===== src/logic/snd_ctl_pkg.sv =====
package snd_ctl_pkg;

	// volume code, each one names its multiplier
	typedef enum logic [2:0] {
		vol_x1  = 3'd0,
		vol_x2  = 3'd1,
		vol_x4  = 3'd2,
		vol_x6  = 3'd3,	// x4 + x2
		vol_x8  = 3'd4,
		vol_x12 = 3'd5,	// x8 + x4
		vol_x16 = 3'd6,
		vol_x24 = 3'd7	// x16 + x8
	} vol_t;

	// integer multiplier of a code
	function automatic int vol_gain(input vol_t code);
		case (code)
			vol_x1:  return 1;
			vol_x2:  return 2;
			vol_x4:  return 4;
			vol_x6:  return 6;
			vol_x8:  return 8;
			vol_x12: return 12;
			vol_x16: return 16;
			default: return 24;	// vol_x24
		endcase
	endfunction

endpackage


===== src/logic/snd_fmt_pkg.sv =====
package snd_fmt_pkg;

	// fm core side
	localparam int FM_W = 12;	// one slot value, also each clamped frame sum
	localparam int FM_MAX = 2047;	// top of the 12-bit fm range
	localparam int FM_MIN = -2048;	// bottom of the 12-bit fm range

	// square wave level, unsigned
	localparam int PSG_W = 6;

	// mixed value ahead of the gain stage
	// holds 2*fm plus 8*psg with room to spare
	localparam int PRE_W = 14;

	// final output sample
	localparam int POST_W = 16;
	localparam int POST_MAX = 32767;	// 16'h7fff
	localparam int POST_MIN = -32768;	// 16'h8000

	// worst product is pre times 24
	// so five extra bits keep every multiple exact
	localparam int GAIN_HEAD = 5;

endpackage


===== src/logic/amp_gain.sv =====
`timescale 1ns/1ps

// one side of the output amplifier
// multiples by shift and add, then 16-bit saturation
module amp_gain import snd_fmt_pkg::*; import snd_ctl_pkg::*; (
	input  logic                     clk,
	input  logic                     rst,
	input  logic                     sample,	// load strobe
	input  vol_t                     volume,
	input  logic signed [PRE_W-1:0]  pre,
	output logic signed [POST_W-1:0] post
);

	localparam int MUL_W = PRE_W + GAIN_HEAD;	// room for pre * 24

	logic signed [MUL_W-1:0] x1;
	logic signed [MUL_W-1:0] x2;
	logic signed [MUL_W-1:0] x4;
	logic signed [MUL_W-1:0] x6;
	logic signed [MUL_W-1:0] x8;
	logic signed [MUL_W-1:0] x12;
	logic signed [MUL_W-1:0] x16;
	logic signed [MUL_W-1:0] x24;
	logic signed [MUL_W-1:0] mult;	// selected multiple
	logic [MUL_W-POST_W:0]   mult_hi;	// bits from 15 up
	logic signed [POST_W-1:0] sat;	// saturated result

	// shifts on the sign extended input
	assign x1 = MUL_W'(pre);
	assign x2 = x1 <<< 1;
	assign x4 = x1 <<< 2;
	assign x8 = x1 <<< 3;
	assign x16 = x1 <<< 4;

	// the odd steps come from one add each
	assign x6 = x4 + x2;
	assign x12 = x8 + x4;
	assign x24 = x16 + x8;

	always_comb begin
		case (volume)
			vol_x1:  mult = x1;
			vol_x2:  mult = x2;
			vol_x4:  mult = x4;
			vol_x6:  mult = x6;
			vol_x8:  mult = x8;
			vol_x12: mult = x12;
			vol_x16: mult = x16;
			vol_x24: mult = x24;
			default: mult = x1;
		endcase
	end

	assign mult_hi = mult[MUL_W-1:POST_W-1];

	// fits when all upper bits copy the sign
	always_comb begin
		if (&mult_hi || ~|mult_hi)
			sat = mult[POST_W-1:0];
		else if (mult[MUL_W-1])
			sat = POST_W'(POST_MIN);	// negative overflow
		else
			sat = POST_W'(POST_MAX);	// positive overflow
	end

	always_ff @(posedge clk) begin
		if (rst) begin
			post <= '0;
		end else if (sample) begin
			post <= sat;	// hold between samples
		end
	end

	// volume level comes from outside, must be settled when taken
	a_volume_known: assert property (
		@(posedge clk) disable iff (rst)
		sample |-> !$isunknown(volume)
	) else $error("volume unknown while sample is high");

endmodule


===== src/logic/amp_stereo.sv =====
`timescale 1ns/1ps

// mixes the psg level into both fm sides with one gain stage per side
module amp_stereo import snd_fmt_pkg::*; import snd_ctl_pkg::*; (
	input  logic                     clk,
	input  logic                     rst,
	input  logic                     sample,
	input  logic [PSG_W-1:0]         psg,	// unsigned level
	input  logic                     enable_psg,
	input  vol_t                     volume,
	input  logic signed [FM_W-1:0]   fm_left,
	input  logic signed [FM_W-1:0]   fm_right,
	output logic signed [POST_W-1:0] post_left,
	output logic signed [POST_W-1:0] post_right,
	output logic                     out_valid
);

	logic signed [PRE_W-1:0] psg_sum;	// 8 * psg or zero
	logic signed [PRE_W-1:0] pre_left;
	logic signed [PRE_W-1:0] pre_right;

	// psg is never negative so zero fill above the level
	assign psg_sum = enable_psg ? {{(PRE_W-PSG_W-3){1'b0}}, psg, 3'b000} : '0;

	// fm doubled then psg on top
	assign pre_left = (PRE_W'(fm_left) <<< 1) + psg_sum;
	assign pre_right = (PRE_W'(fm_right) <<< 1) + psg_sum;

	amp_gain amp_left (
		.clk    (clk),
		.rst    (rst),
		.sample (sample),
		.volume (volume),
		.pre    (pre_left),
		.post   (post_left)
	);

	amp_gain amp_right (
		.clk    (clk),
		.rst    (rst),
		.sample (sample),
		.volume (volume),
		.pre    (pre_right),
		.post   (post_right)
	);

	// flag lines up with the gain registers
	always_ff @(posedge clk) begin
		if (rst)
			out_valid <= 1'b0;
		else
			out_valid <= sample;
	end

	// psg levels come from outside and must be settled when taken
	a_psg_known: assert property (
		@(posedge clk) disable iff (rst)
		sample |-> !$isunknown({psg, enable_psg})
	) else $error("psg level unknown while sample is high");

endmodule


===== src/logic/fm_chan_acc.sv =====
`timescale 1ns/1ps

// sums the panned fm slots of one frame into a left and a right value
module fm_chan_acc import snd_fmt_pkg::*; #(
	parameter int ACC_W = 16	// running sum width, large enough for the longest frame
) (
	input  logic                    clk,
	input  logic                    rst,
	input  logic                    slot_valid,	// slot_val is live
	input  logic                    slot_last,	// final slot of the frame
	input  logic                    pan_l,	// slot goes to the left sum
	input  logic                    pan_r,	// slot goes to the right sum
	input  logic signed [FM_W-1:0]  slot_val,
	output logic signed [FM_W-1:0]  fm_left,
	output logic signed [FM_W-1:0]  fm_right,
	output logic                    sample	// one pulse per finished frame
);

	logic signed [ACC_W-1:0] sum_l;	// running sums
	logic signed [ACC_W-1:0] sum_r;
	logic signed [ACC_W-1:0] slot_ext;	// slot sign extended
	logic signed [ACC_W-1:0] add_l;	// what this cycle adds
	logic signed [ACC_W-1:0] add_r;
	logic signed [ACC_W-1:0] next_l;	// sums including this slot
	logic signed [ACC_W-1:0] next_r;
	logic                    frame_end;

	// limit a running sum to the 12-bit fm range
	function automatic logic signed [FM_W-1:0] clamp_fm(
		input logic signed [ACC_W-1:0] v
	);
		if (v > FM_MAX)
			return FM_W'(FM_MAX);
		else if (v < FM_MIN)
			return FM_W'(FM_MIN);
		else
			return v[FM_W-1:0];	// in range so the low bits are exact
	endfunction

	assign slot_ext = ACC_W'(slot_val);
	assign frame_end = slot_valid && slot_last;

	// a slot may join one side, both or neither
	assign add_l = (slot_valid && pan_l) ? slot_ext : '0;
	assign add_r = (slot_valid && pan_r) ? slot_ext : '0;
	assign next_l = sum_l + add_l;
	assign next_r = sum_r + add_r;

	always_ff @(posedge clk) begin
		if (rst) begin
			sum_l <= '0;
			sum_r <= '0;
			fm_left <= '0;
			fm_right <= '0;
			sample <= 1'b0;
		end else begin
			sample <= frame_end;	// result lands one cycle after slot_last
			if (frame_end) begin
				fm_left <= clamp_fm(next_l);	// last slot is part of the sum
				fm_right <= clamp_fm(next_r);
				sum_l <= '0;	// next frame may start right away
				sum_r <= '0;
			end else begin
				sum_l <= next_l;	// adds zero when no slot
				sum_r <= next_r;
			end
		end
	end

	// a frame can only end on a real slot
	a_last_needs_valid: assert property (
		@(posedge clk) disable iff (rst)
		slot_last |-> slot_valid
	) else $error("slot_last without slot_valid");

	// slot fields from the fm core must be settled on a live slot
	a_slot_known: assert property (
		@(posedge clk) disable iff (rst)
		slot_valid |-> !$isunknown({slot_last, pan_l, pan_r, slot_val})
	) else $error("slot fields unknown while slot_valid is high");

endmodule


===== src/logic/snd_out.sv =====
`timescale 1ns/1ps

// fm output stage, frame sums then stereo amp
// slot_last to out_valid is two cycles
module snd_out import snd_fmt_pkg::*; import snd_ctl_pkg::*; #(
	parameter int ACC_W = 16	// passed to the accumulator
) (
	input  logic                     clk,
	input  logic                     rst,
	// slots from the fm core
	input  logic                     slot_valid,
	input  logic                     slot_last,
	input  logic                     pan_l,
	input  logic                     pan_r,
	input  logic signed [FM_W-1:0]   slot_val,
	// levels, taken on the internal sample strobe
	input  logic [PSG_W-1:0]         psg,
	input  logic                     enable_psg,
	input  vol_t                     volume,
	// amplified stereo out
	output logic signed [POST_W-1:0] post_left,
	output logic signed [POST_W-1:0] post_right,
	output logic                     out_valid
);

	logic signed [FM_W-1:0] fm_left;	// clamped frame sums
	logic signed [FM_W-1:0] fm_right;
	logic                   sample;	// new frame sums

	fm_chan_acc #(
		.ACC_W (ACC_W)
	) u_acc (
		.clk        (clk),
		.rst        (rst),
		.slot_valid (slot_valid),
		.slot_last  (slot_last),
		.pan_l      (pan_l),
		.pan_r      (pan_r),
		.slot_val   (slot_val),
		.fm_left    (fm_left),
		.fm_right   (fm_right),
		.sample     (sample)
	);

	amp_stereo u_amp (
		.clk        (clk),
		.rst        (rst),
		.sample     (sample),
		.psg        (psg),
		.enable_psg (enable_psg),
		.volume     (volume),
		.fm_left    (fm_left),
		.fm_right   (fm_right),
		.post_left  (post_left),
		.post_right (post_right),
		.out_valid  (out_valid)
	);

endmodule


===== config.mk =====
export PLATFORM = sky130hd
export DESIGN_NAME = snd_out
export DESIGN_NICKNAME = d
export VERILOG_FILES = /design/src/logic/snd_ctl_pkg.sv /design/src/logic/snd_fmt_pkg.sv /design/src/logic/amp_gain.sv /design/src/logic/amp_stereo.sv /design/src/logic/fm_chan_acc.sv /design/src/logic/snd_out.sv
export SDC_FILE = /design/constraint.sdc
export NUM_CORES = 1
export LEC_CHECK = 0
export BUFFER_PORTS_ARGS = -buffer_cell sky130_fd_sc_hd__buf_2
export CAP_MARGIN = 30
export CORE_UTILIZATION = 65
export DETAILED_ROUTE_END_ITERATION = 12
export PLACE_DENSITY = 0.85
export SYNTH_ARGS = -nofsm -noshare
export SYNTH_HDL_FRONTEND = slang
export SYNTH_SLANG_ARGS = --single-unit

===== constraint.sdc =====
create_clock -name clk -period 14.8 [get_ports clk]
set_clock_uncertainty 0.1 [all_clocks]
set_input_delay 2.22 -clock clk [delete_from_list [all_inputs] [get_ports clk]]
set_output_delay 2.22 -clock clk [all_outputs]
set_load 0.1 [all_outputs]

# Word level (Yosys, flattened, before mapping)
# Index checks and enable logic that the tools add are counted.
# Widths: inputs -> output; s select.
[op_classes]
n_addsub = 10
order_cmp = 4
eq_ne = 7
n_mux = 13
n_reduce_logical = 13
[op_table]
columns = ["cell", "n"]
rows = [
  ["$pmux 19 s8", 2],
  ["$mux 16", 6],
  ["$mux 12", 4],
  ["$add 18x17->19", 2],
  ["$add 17x16->18", 2],
  ["$add 16x15->17", 2],
  ["$add 16x16->16", 2],
  ["$gt 16x12->1 const B", 2],
  ["$lt 16x12->1 const B", 2],
  ["$add 13x10->14", 2],
  ["$eq 3x3->1 const B", 4],
  ["$mux 9", 1],
  ["$reduce_and 4->1", 2],
  ["$reduce_or 4->1", 2],
  ["$eq 3x2->1 const B", 2],
  ["$eq 3x1->1 const B", 1],
  ["$logic_and 1x1->1", 3],
  ["$logic_not 3->1", 1],
  ["$logic_not 1->1", 2],
  ["$logic_or 1x1->1", 2],
  ["$reduce_or 2->1", 1],
]
[word_totals]
ff_bits = 90
in_bits = 28
out_inout_bits = 33
wordCells = 55

# Depth between registers and ports, before layout
[logic_depth]
ltp_word = 8
depth_mapped = 26
ltp_nobuf = 21

# By module
# From an unflattened synthesis, not the netlist that was laid out.
[unflattened]
cells_unflattened = 1185
hier_area_um2 = 9147.5
[by_module_without_submodules]
columns = ["mod", "n_inst", "cells_per_inst", "area_each_um2", "seq_area_each_um2"]
rows = [
  ["fm_chan_acc", 1, 418, 3527.1, 1141.1],
  ["amp_gain (u_amp.amp_right)", 1, 327, 2387.3, 320.3],
  ["amp_gain (u_amp.amp_left)", 1, 294, 2203.4, 320.3],
  ["amp_stereo", 1, 146, 1029.7, 20.0],
]

# Least setup slack after synthesis
# OpenSTA, ideal clock, no wires.
[synth_path]
path_type = "input port to flip-flop"
start = "input enable_psg"
end = "register u_amp.amp_left.post[12]"
setup_ns = 0.132
t_arrival_ns = 7.091
required_time_ns = 14.568
slack_ns = 7.477
stages = 24
path_buffers = 4
cell_sequence = "buf_2 > buf_2 > buf_1 > and2_1 > ha_1 > nand3_1 > o22a_1 > o211a_1 > a21oi_1 > o21a_1 > a211oi_1 > or2_2 > inv_1 > ha_1 > nor2b_1 > o21a_1 > a311o_1 > a22o_1 > a221oi_2 > o31ai_1 > or4b_1 > clkbuf_1 > a221oi_1 > nor4_2"
[synth_via]
elab_chain_cells = 8
word_cells_on_any_way = 12
cone_classes = "add/sub: 4; mux: 4; reduce/logical: 4"
[synth_lines]
columns = ["element", "line", "source"]
rows = [
  ["start, declared", "snd_out.sv:18", "input logic enable_psg,"],
  ["$mux 9 *", "amp_stereo.sv:23", "assign psg_sum = enable_psg ? {{(PRE_W-PSG_W-3){1'b0}}, psg, 3'b000} : '0;"],
  ["$add 13x10->14 *", "amp_stereo.sv:26", "assign pre_left = (PRE_W'(fm_left) <<< 1) + psg_sum;"],
  ["$add 18x17->19, or another cell as far along", "amp_gain.sv:38", "assign x24 = x16 + x8;"],
  ["$pmux 19 s8 *", "amp_gain.sv:41", "case (volume)"],
  ["$reduce_or 4->1", "amp_gain.sv:58", "if (&mult_hi || ~|mult_hi)"],
  ["$logic_not 1->1", "amp_gain.sv:58", ""],
  ["$logic_or 1x1->1", "amp_gain.sv:58", ""],
  ["$mux 16 *", "amp_gain.sv:58", ""],
  ["end signal, assigned", "amp_gain.sv:70", "post <= sat;"],
  ["end, declared", "amp_gain.sv:11", "output logic signed [POST_W-1:0] post"],
]
# Every way passes the cells marked *; elsewhere a longest branch is shown, timed or not.
# A chain may end at the register's enable or synchronous reset.

# Worst setup path after layout
[layout_path]
start = "input enable_psg"
end = "register u_amp.amp_left.post[8]"
# Same word-level chain as after synthesis.

==> results.sh <==
export IMPL_status="finished clean"
export IMPL_cts_setup_buffers=0
export IMPL_met2_length_mm=10.7
export IMPL_synthesis_nets=1170
export IMPL_wl_mm=24.5
export IMPL_hold_end="u_amp.amp_left.post[0]"
export IMPL_setup_ws_ns=7.35
export IMPL_drv_cap=0
export IMPL_die_w_microns=114
export IMPL_fillers=1017
export IMPL_syn_inst=1078
export IMPL_dominantRegCellSynth="dfxtp_1"
export IMPL_clock_latency_ns=0.35
export IMPL_final_nets=1189
export IMPL_fmax_mhz=134
export IMPL_dr_wl_met3_mm=2.27
export IMPL_rows=40
export IMPL_crit_fanout=28
export IMPL_clockBufferDepth=2
export IMPL_holdCritPathClass="reg2reg"
export IMPL_cts_tree="done"
export IMPL_dieArea_sq_um=13000
export IMPL_grt_pass1_vias=7727
export IMPL_setup_violations=0
export IMPL_slew_limit_headroom_pct=26.6
export IMPL_drtIter0Drc=945
export IMPL_grt_pass1_wl_mm=38.9
export IMPL_r2r_cells=19
export IMPL_vias=8602
export IMPL_crit_slowest_cell="or4b_1"
export IMPL_fin_crit_sh_pct=50.3
export IMPL_multi_input_area_sq_um=5970
export IMPL_route_top_layer_used="met4"
export IMPL_start_kind="input pin"
export IMPL_hpwl_mm=17.9
export IMPL_cts_hold_buf=0
export IMPL_hold_path_depth=2
export IMPL_worst_slew_pin_transition_ns=1.09
export IMPL_path_class="in2reg"
export IMPL_crit_chain="buf_2, and2_1, ha_1, ha_1, a31o_1, a32o_1, o21ai_0, a22oi_1, xor2_1, inv_1, ha_1, a21o_1, nor3_1, a21oi_1, a311o_1, a22o_1, a221oi_2, o31ai_1, or4b_1, nand3_1, o211ai_1"
export IMPL_overflow=0
export IMPL_r2r_start="u_acc.fm_left[3]"
export IMPL_start_util_pct=67.3
export IMPL_vias_per_cell=6.77
export IMPL_endpoint_kind="flop"
export IMPL_grt_max_degree=66
export IMPL_avgRoutedWirePerCell_microns=19.3
export IMPL_seq_area_frac_synth_pct=22.1
export IMPL_route_detailed_drc=0
export IMPL_io_buffers=60
export IMPL_rsz0062_at_grt="false"
export IMPL_cts_resized=0
export IMPL_htreeDepth=3
export IMPL_ios=61
export IMPL_syn_to_final_growth_pct=8.75
export IMPL_worstPathArrival_ns=7.56
export IMPL_synth_async_reset_ratio_pct=0
export IMPL_slowest_delay_ns=0.62
export IMPL_final_antenna_net_count=0
export IMPL_cp_common_cell="ha_1"
export IMPL_cts_root_buffer="clkbuf_16"
export IMPL_antenna_found_initial=0
export IMPL_irDropWorstVdd_mv=0.0885
export IMPL_synth_cell_types=81
export IMPL_diodes=0
export IMPL_period_needed_ns=7.45
export IMPL_drt_met1_wl_mm=10.1
export IMPL_post_place_ws_ns=7.14
export IMPL_ff_latch_area_sq_um=1800
export IMPL_hold_viol=0
export IMPL_slew_violations=0
export IMPL_power_leakage_nw=4.04
export IMPL_gp_congestion=1.00
export IMPL_drtPass1Iterations=8
export IMPL_synth_seq_cells=90
export IMPL_die_h_microns=114
export IMPL_ys_warnings_count=0
export IMPL_path_clk_slew_ns=0.07
export IMPL_core_sq_um=12100
export IMPL_track_usage_pct=38.1
export IMPL_required_ns=14.91
export IMPL_final_layout_size_suffix_gt1_share_pct=9.53
export IMPL_finalSetupTns_ns=0
export IMPL_synth_edff_count=0
export IMPL_cts_inserted_buffers=9
export IMPL_power_density_nw_per_um2=107
export IMPL_reg2reg_slack_ns=9.38
export IMPL_worstHoldStart="u_amp.amp_left.post[0]"
export IMPL_avgSynthCellArea_sq_um=7.56
export IMPL_clock_sinks=90
export IMPL_regToRegEndpoint="u_amp.amp_left.post[8]"
export IMPL_netlist_area_sq_um=8150
## layout by cell type (no fill, tap or decap), drive strengths merged, types with 6 or more instances in the layout
master and instances:
nand2b 8, o31ai 6, xnor2 36, buf 67, xor2 24, or3 7, o211ai 38, nand3 27
ha 60, nor3 25, and2 24, a211oi 23, nor2 83, nand4 6, nand2 115, o22ai 14
and3 39, a221o 9, inv 42, o221ai 10, clkbuf 9, dfxtp 90, o21bai 6, a221oi 8
o2111ai 9, a211o 7, mux2i 12, a22oi 7, nor2b 15, a21oi 73, a21o 32, o21a 7
o21ai 68, a31oi 9
## per-stage QoR
step	hold slack, ns	cells	instance area, sq um	util (%)	power [W]
after global placement	0.331	1253	8480	70.0	0.000647
final	0.348	1270	8860	73.2	0.000949
after CTS	0.351	1270	8860	73.2	0.000938
after floorplan	0.343	1078	8150	-	0.000569
after detailed placement	0.340	1254	8490	70.1	0.000651
after global routing	0.375	1270	8860	73.2	0.000992
## cell usage after synthesis (4+ instances only)
cell type | instances | area share [%]
a211oi_1 | 23 | 2.1
inv_1 | 38 | 1.8
or2_2 | 4 | 0.31
clkbuf_1 | 47 | 2.2
mux2i_1 | 12 | 1.5
a21o_1 | 32 | 2.9
or3_1 | 7 | 0.54
a21oi_1 | 73 | 4.5
a22oi_1 | 7 | 0.64
dfxtp_1 | 90 | 22
and2_1 | 24 | 1.8
nand4_1 | 6 | 0.46
buf_1 | 7 | 0.32
nand2b_1 | 8 | 0.61
o31ai_1 | 6 | 0.55
o2111ai_1 | 9 | 0.97
nand3_1 | 26 | 1.6
o211ai_1 | 37 | 3.4
a21boi_0 | 5 | 0.46
buf_2 | 5 | 0.31
o21bai_1 | 6 | 0.55
a22o_1 | 5 | 0.54
o221ai_1 | 10 | 1.1
and3_1 | 39 | 3.0
a31oi_1 | 9 | 0.69
a221o_1 | 9 | 1.1
nand2_1 | 115 | 5.3
o311ai_1 | 4 | 0.43
o21ai_0 | 63 | 3.9
nor3_1 | 24 | 1.5
xor2_1 | 24 | 2.6
o21a_1 | 7 | 0.64
o21ai_1 | 5 | 0.31
nor2_1 | 83 | 3.8
xnor2_1 | 34 | 3.7
ha_1 | 60 | 9.2
a32oi_1 | 5 | 0.54
o22a_1 | 4 | 0.43
a211o_1 | 7 | 0.75
o22ai_1 | 14 | 1.1
a221oi_1 | 7 | 0.75
nor2b_1 | 15 | 1.2
fa_1 | 4 | 0.98
## cell type report
type | count | share of cell area [%]
inverters | 41 | 1.74
clock inverters | 7 | 1.68
well taps | 168 | 2.37
repair buffers | 67 | 3.98
clock buffers | 9 | 2.54
flip-flops and latches | 90 | 20.3
multi-input cells | 888 | 67.4
## how the worst max path moves through the flow
stage,startpoint,endpoint,slack (ns),cells past startpoint
floorplan,enable_psg,u_amp.amp_left.post[12],7.48,24
global placement,enable_psg,u_amp.amp_left.post[2],7.29,21
detailed placement,enable_psg,u_amp.amp_left.post[8],7.14,21
CTS,enable_psg,u_amp.amp_left.post[8],7.50,21
global route,enable_psg,u_amp.amp_right.post[2],6.99,21
finish,enable_psg,u_amp.amp_left.post[8],7.35,21
## flip-flops by register name, indices dropped and copies added (netlist names)
register	count
u_amp.amp_right.post	16
u_amp.amp_left.post	16
u_acc.fm_left	12
u_amp.out_valid	1
u_acc.sample	1
u_acc.sum_r	16
u_acc.fm_right	12
u_acc.sum_l	16
## where the power goes
group | internal, W | total, W | switching [W]
clock | 0.000184 | 0.000286 | 0.000102
combinational | 0.000134 | 0.000385 | 0.000251
sequential | 0.000259 | 0.000277 | 0.0000180
## kinds of logic (layout without fill, tap and decap cells)
family	count (synthesis)	in the layout	share of synthesized area (%)
simple gates	368	368	21.9
compound gates	381	381	32.4
buf+inv	100	124	4.68
xor+xnor	60	60	6.63
flops	90	90	22.1
mux	15	15	2.03
fa+ha+maj	64	64	10.2
## routing by layer
layer  vias to the layer above  GRT usage [%]
met5                         -              0
met4                         0           24.2
met3                       113           8.93
met2                       461           59.1
met1                      3940           47.5
li1                       4088              -
## critical path, delay by kind of cell
family                     cells  cell delay, ns
AOI/OAI and AO/OA             11            2.13
and+or+nand+nor                4            1.49
xor gates and xnor gates       1            0.37
buffers and inverters          2            0.52
adders and majority gates      3            0.83
Power figures use the tool's default switching activity.
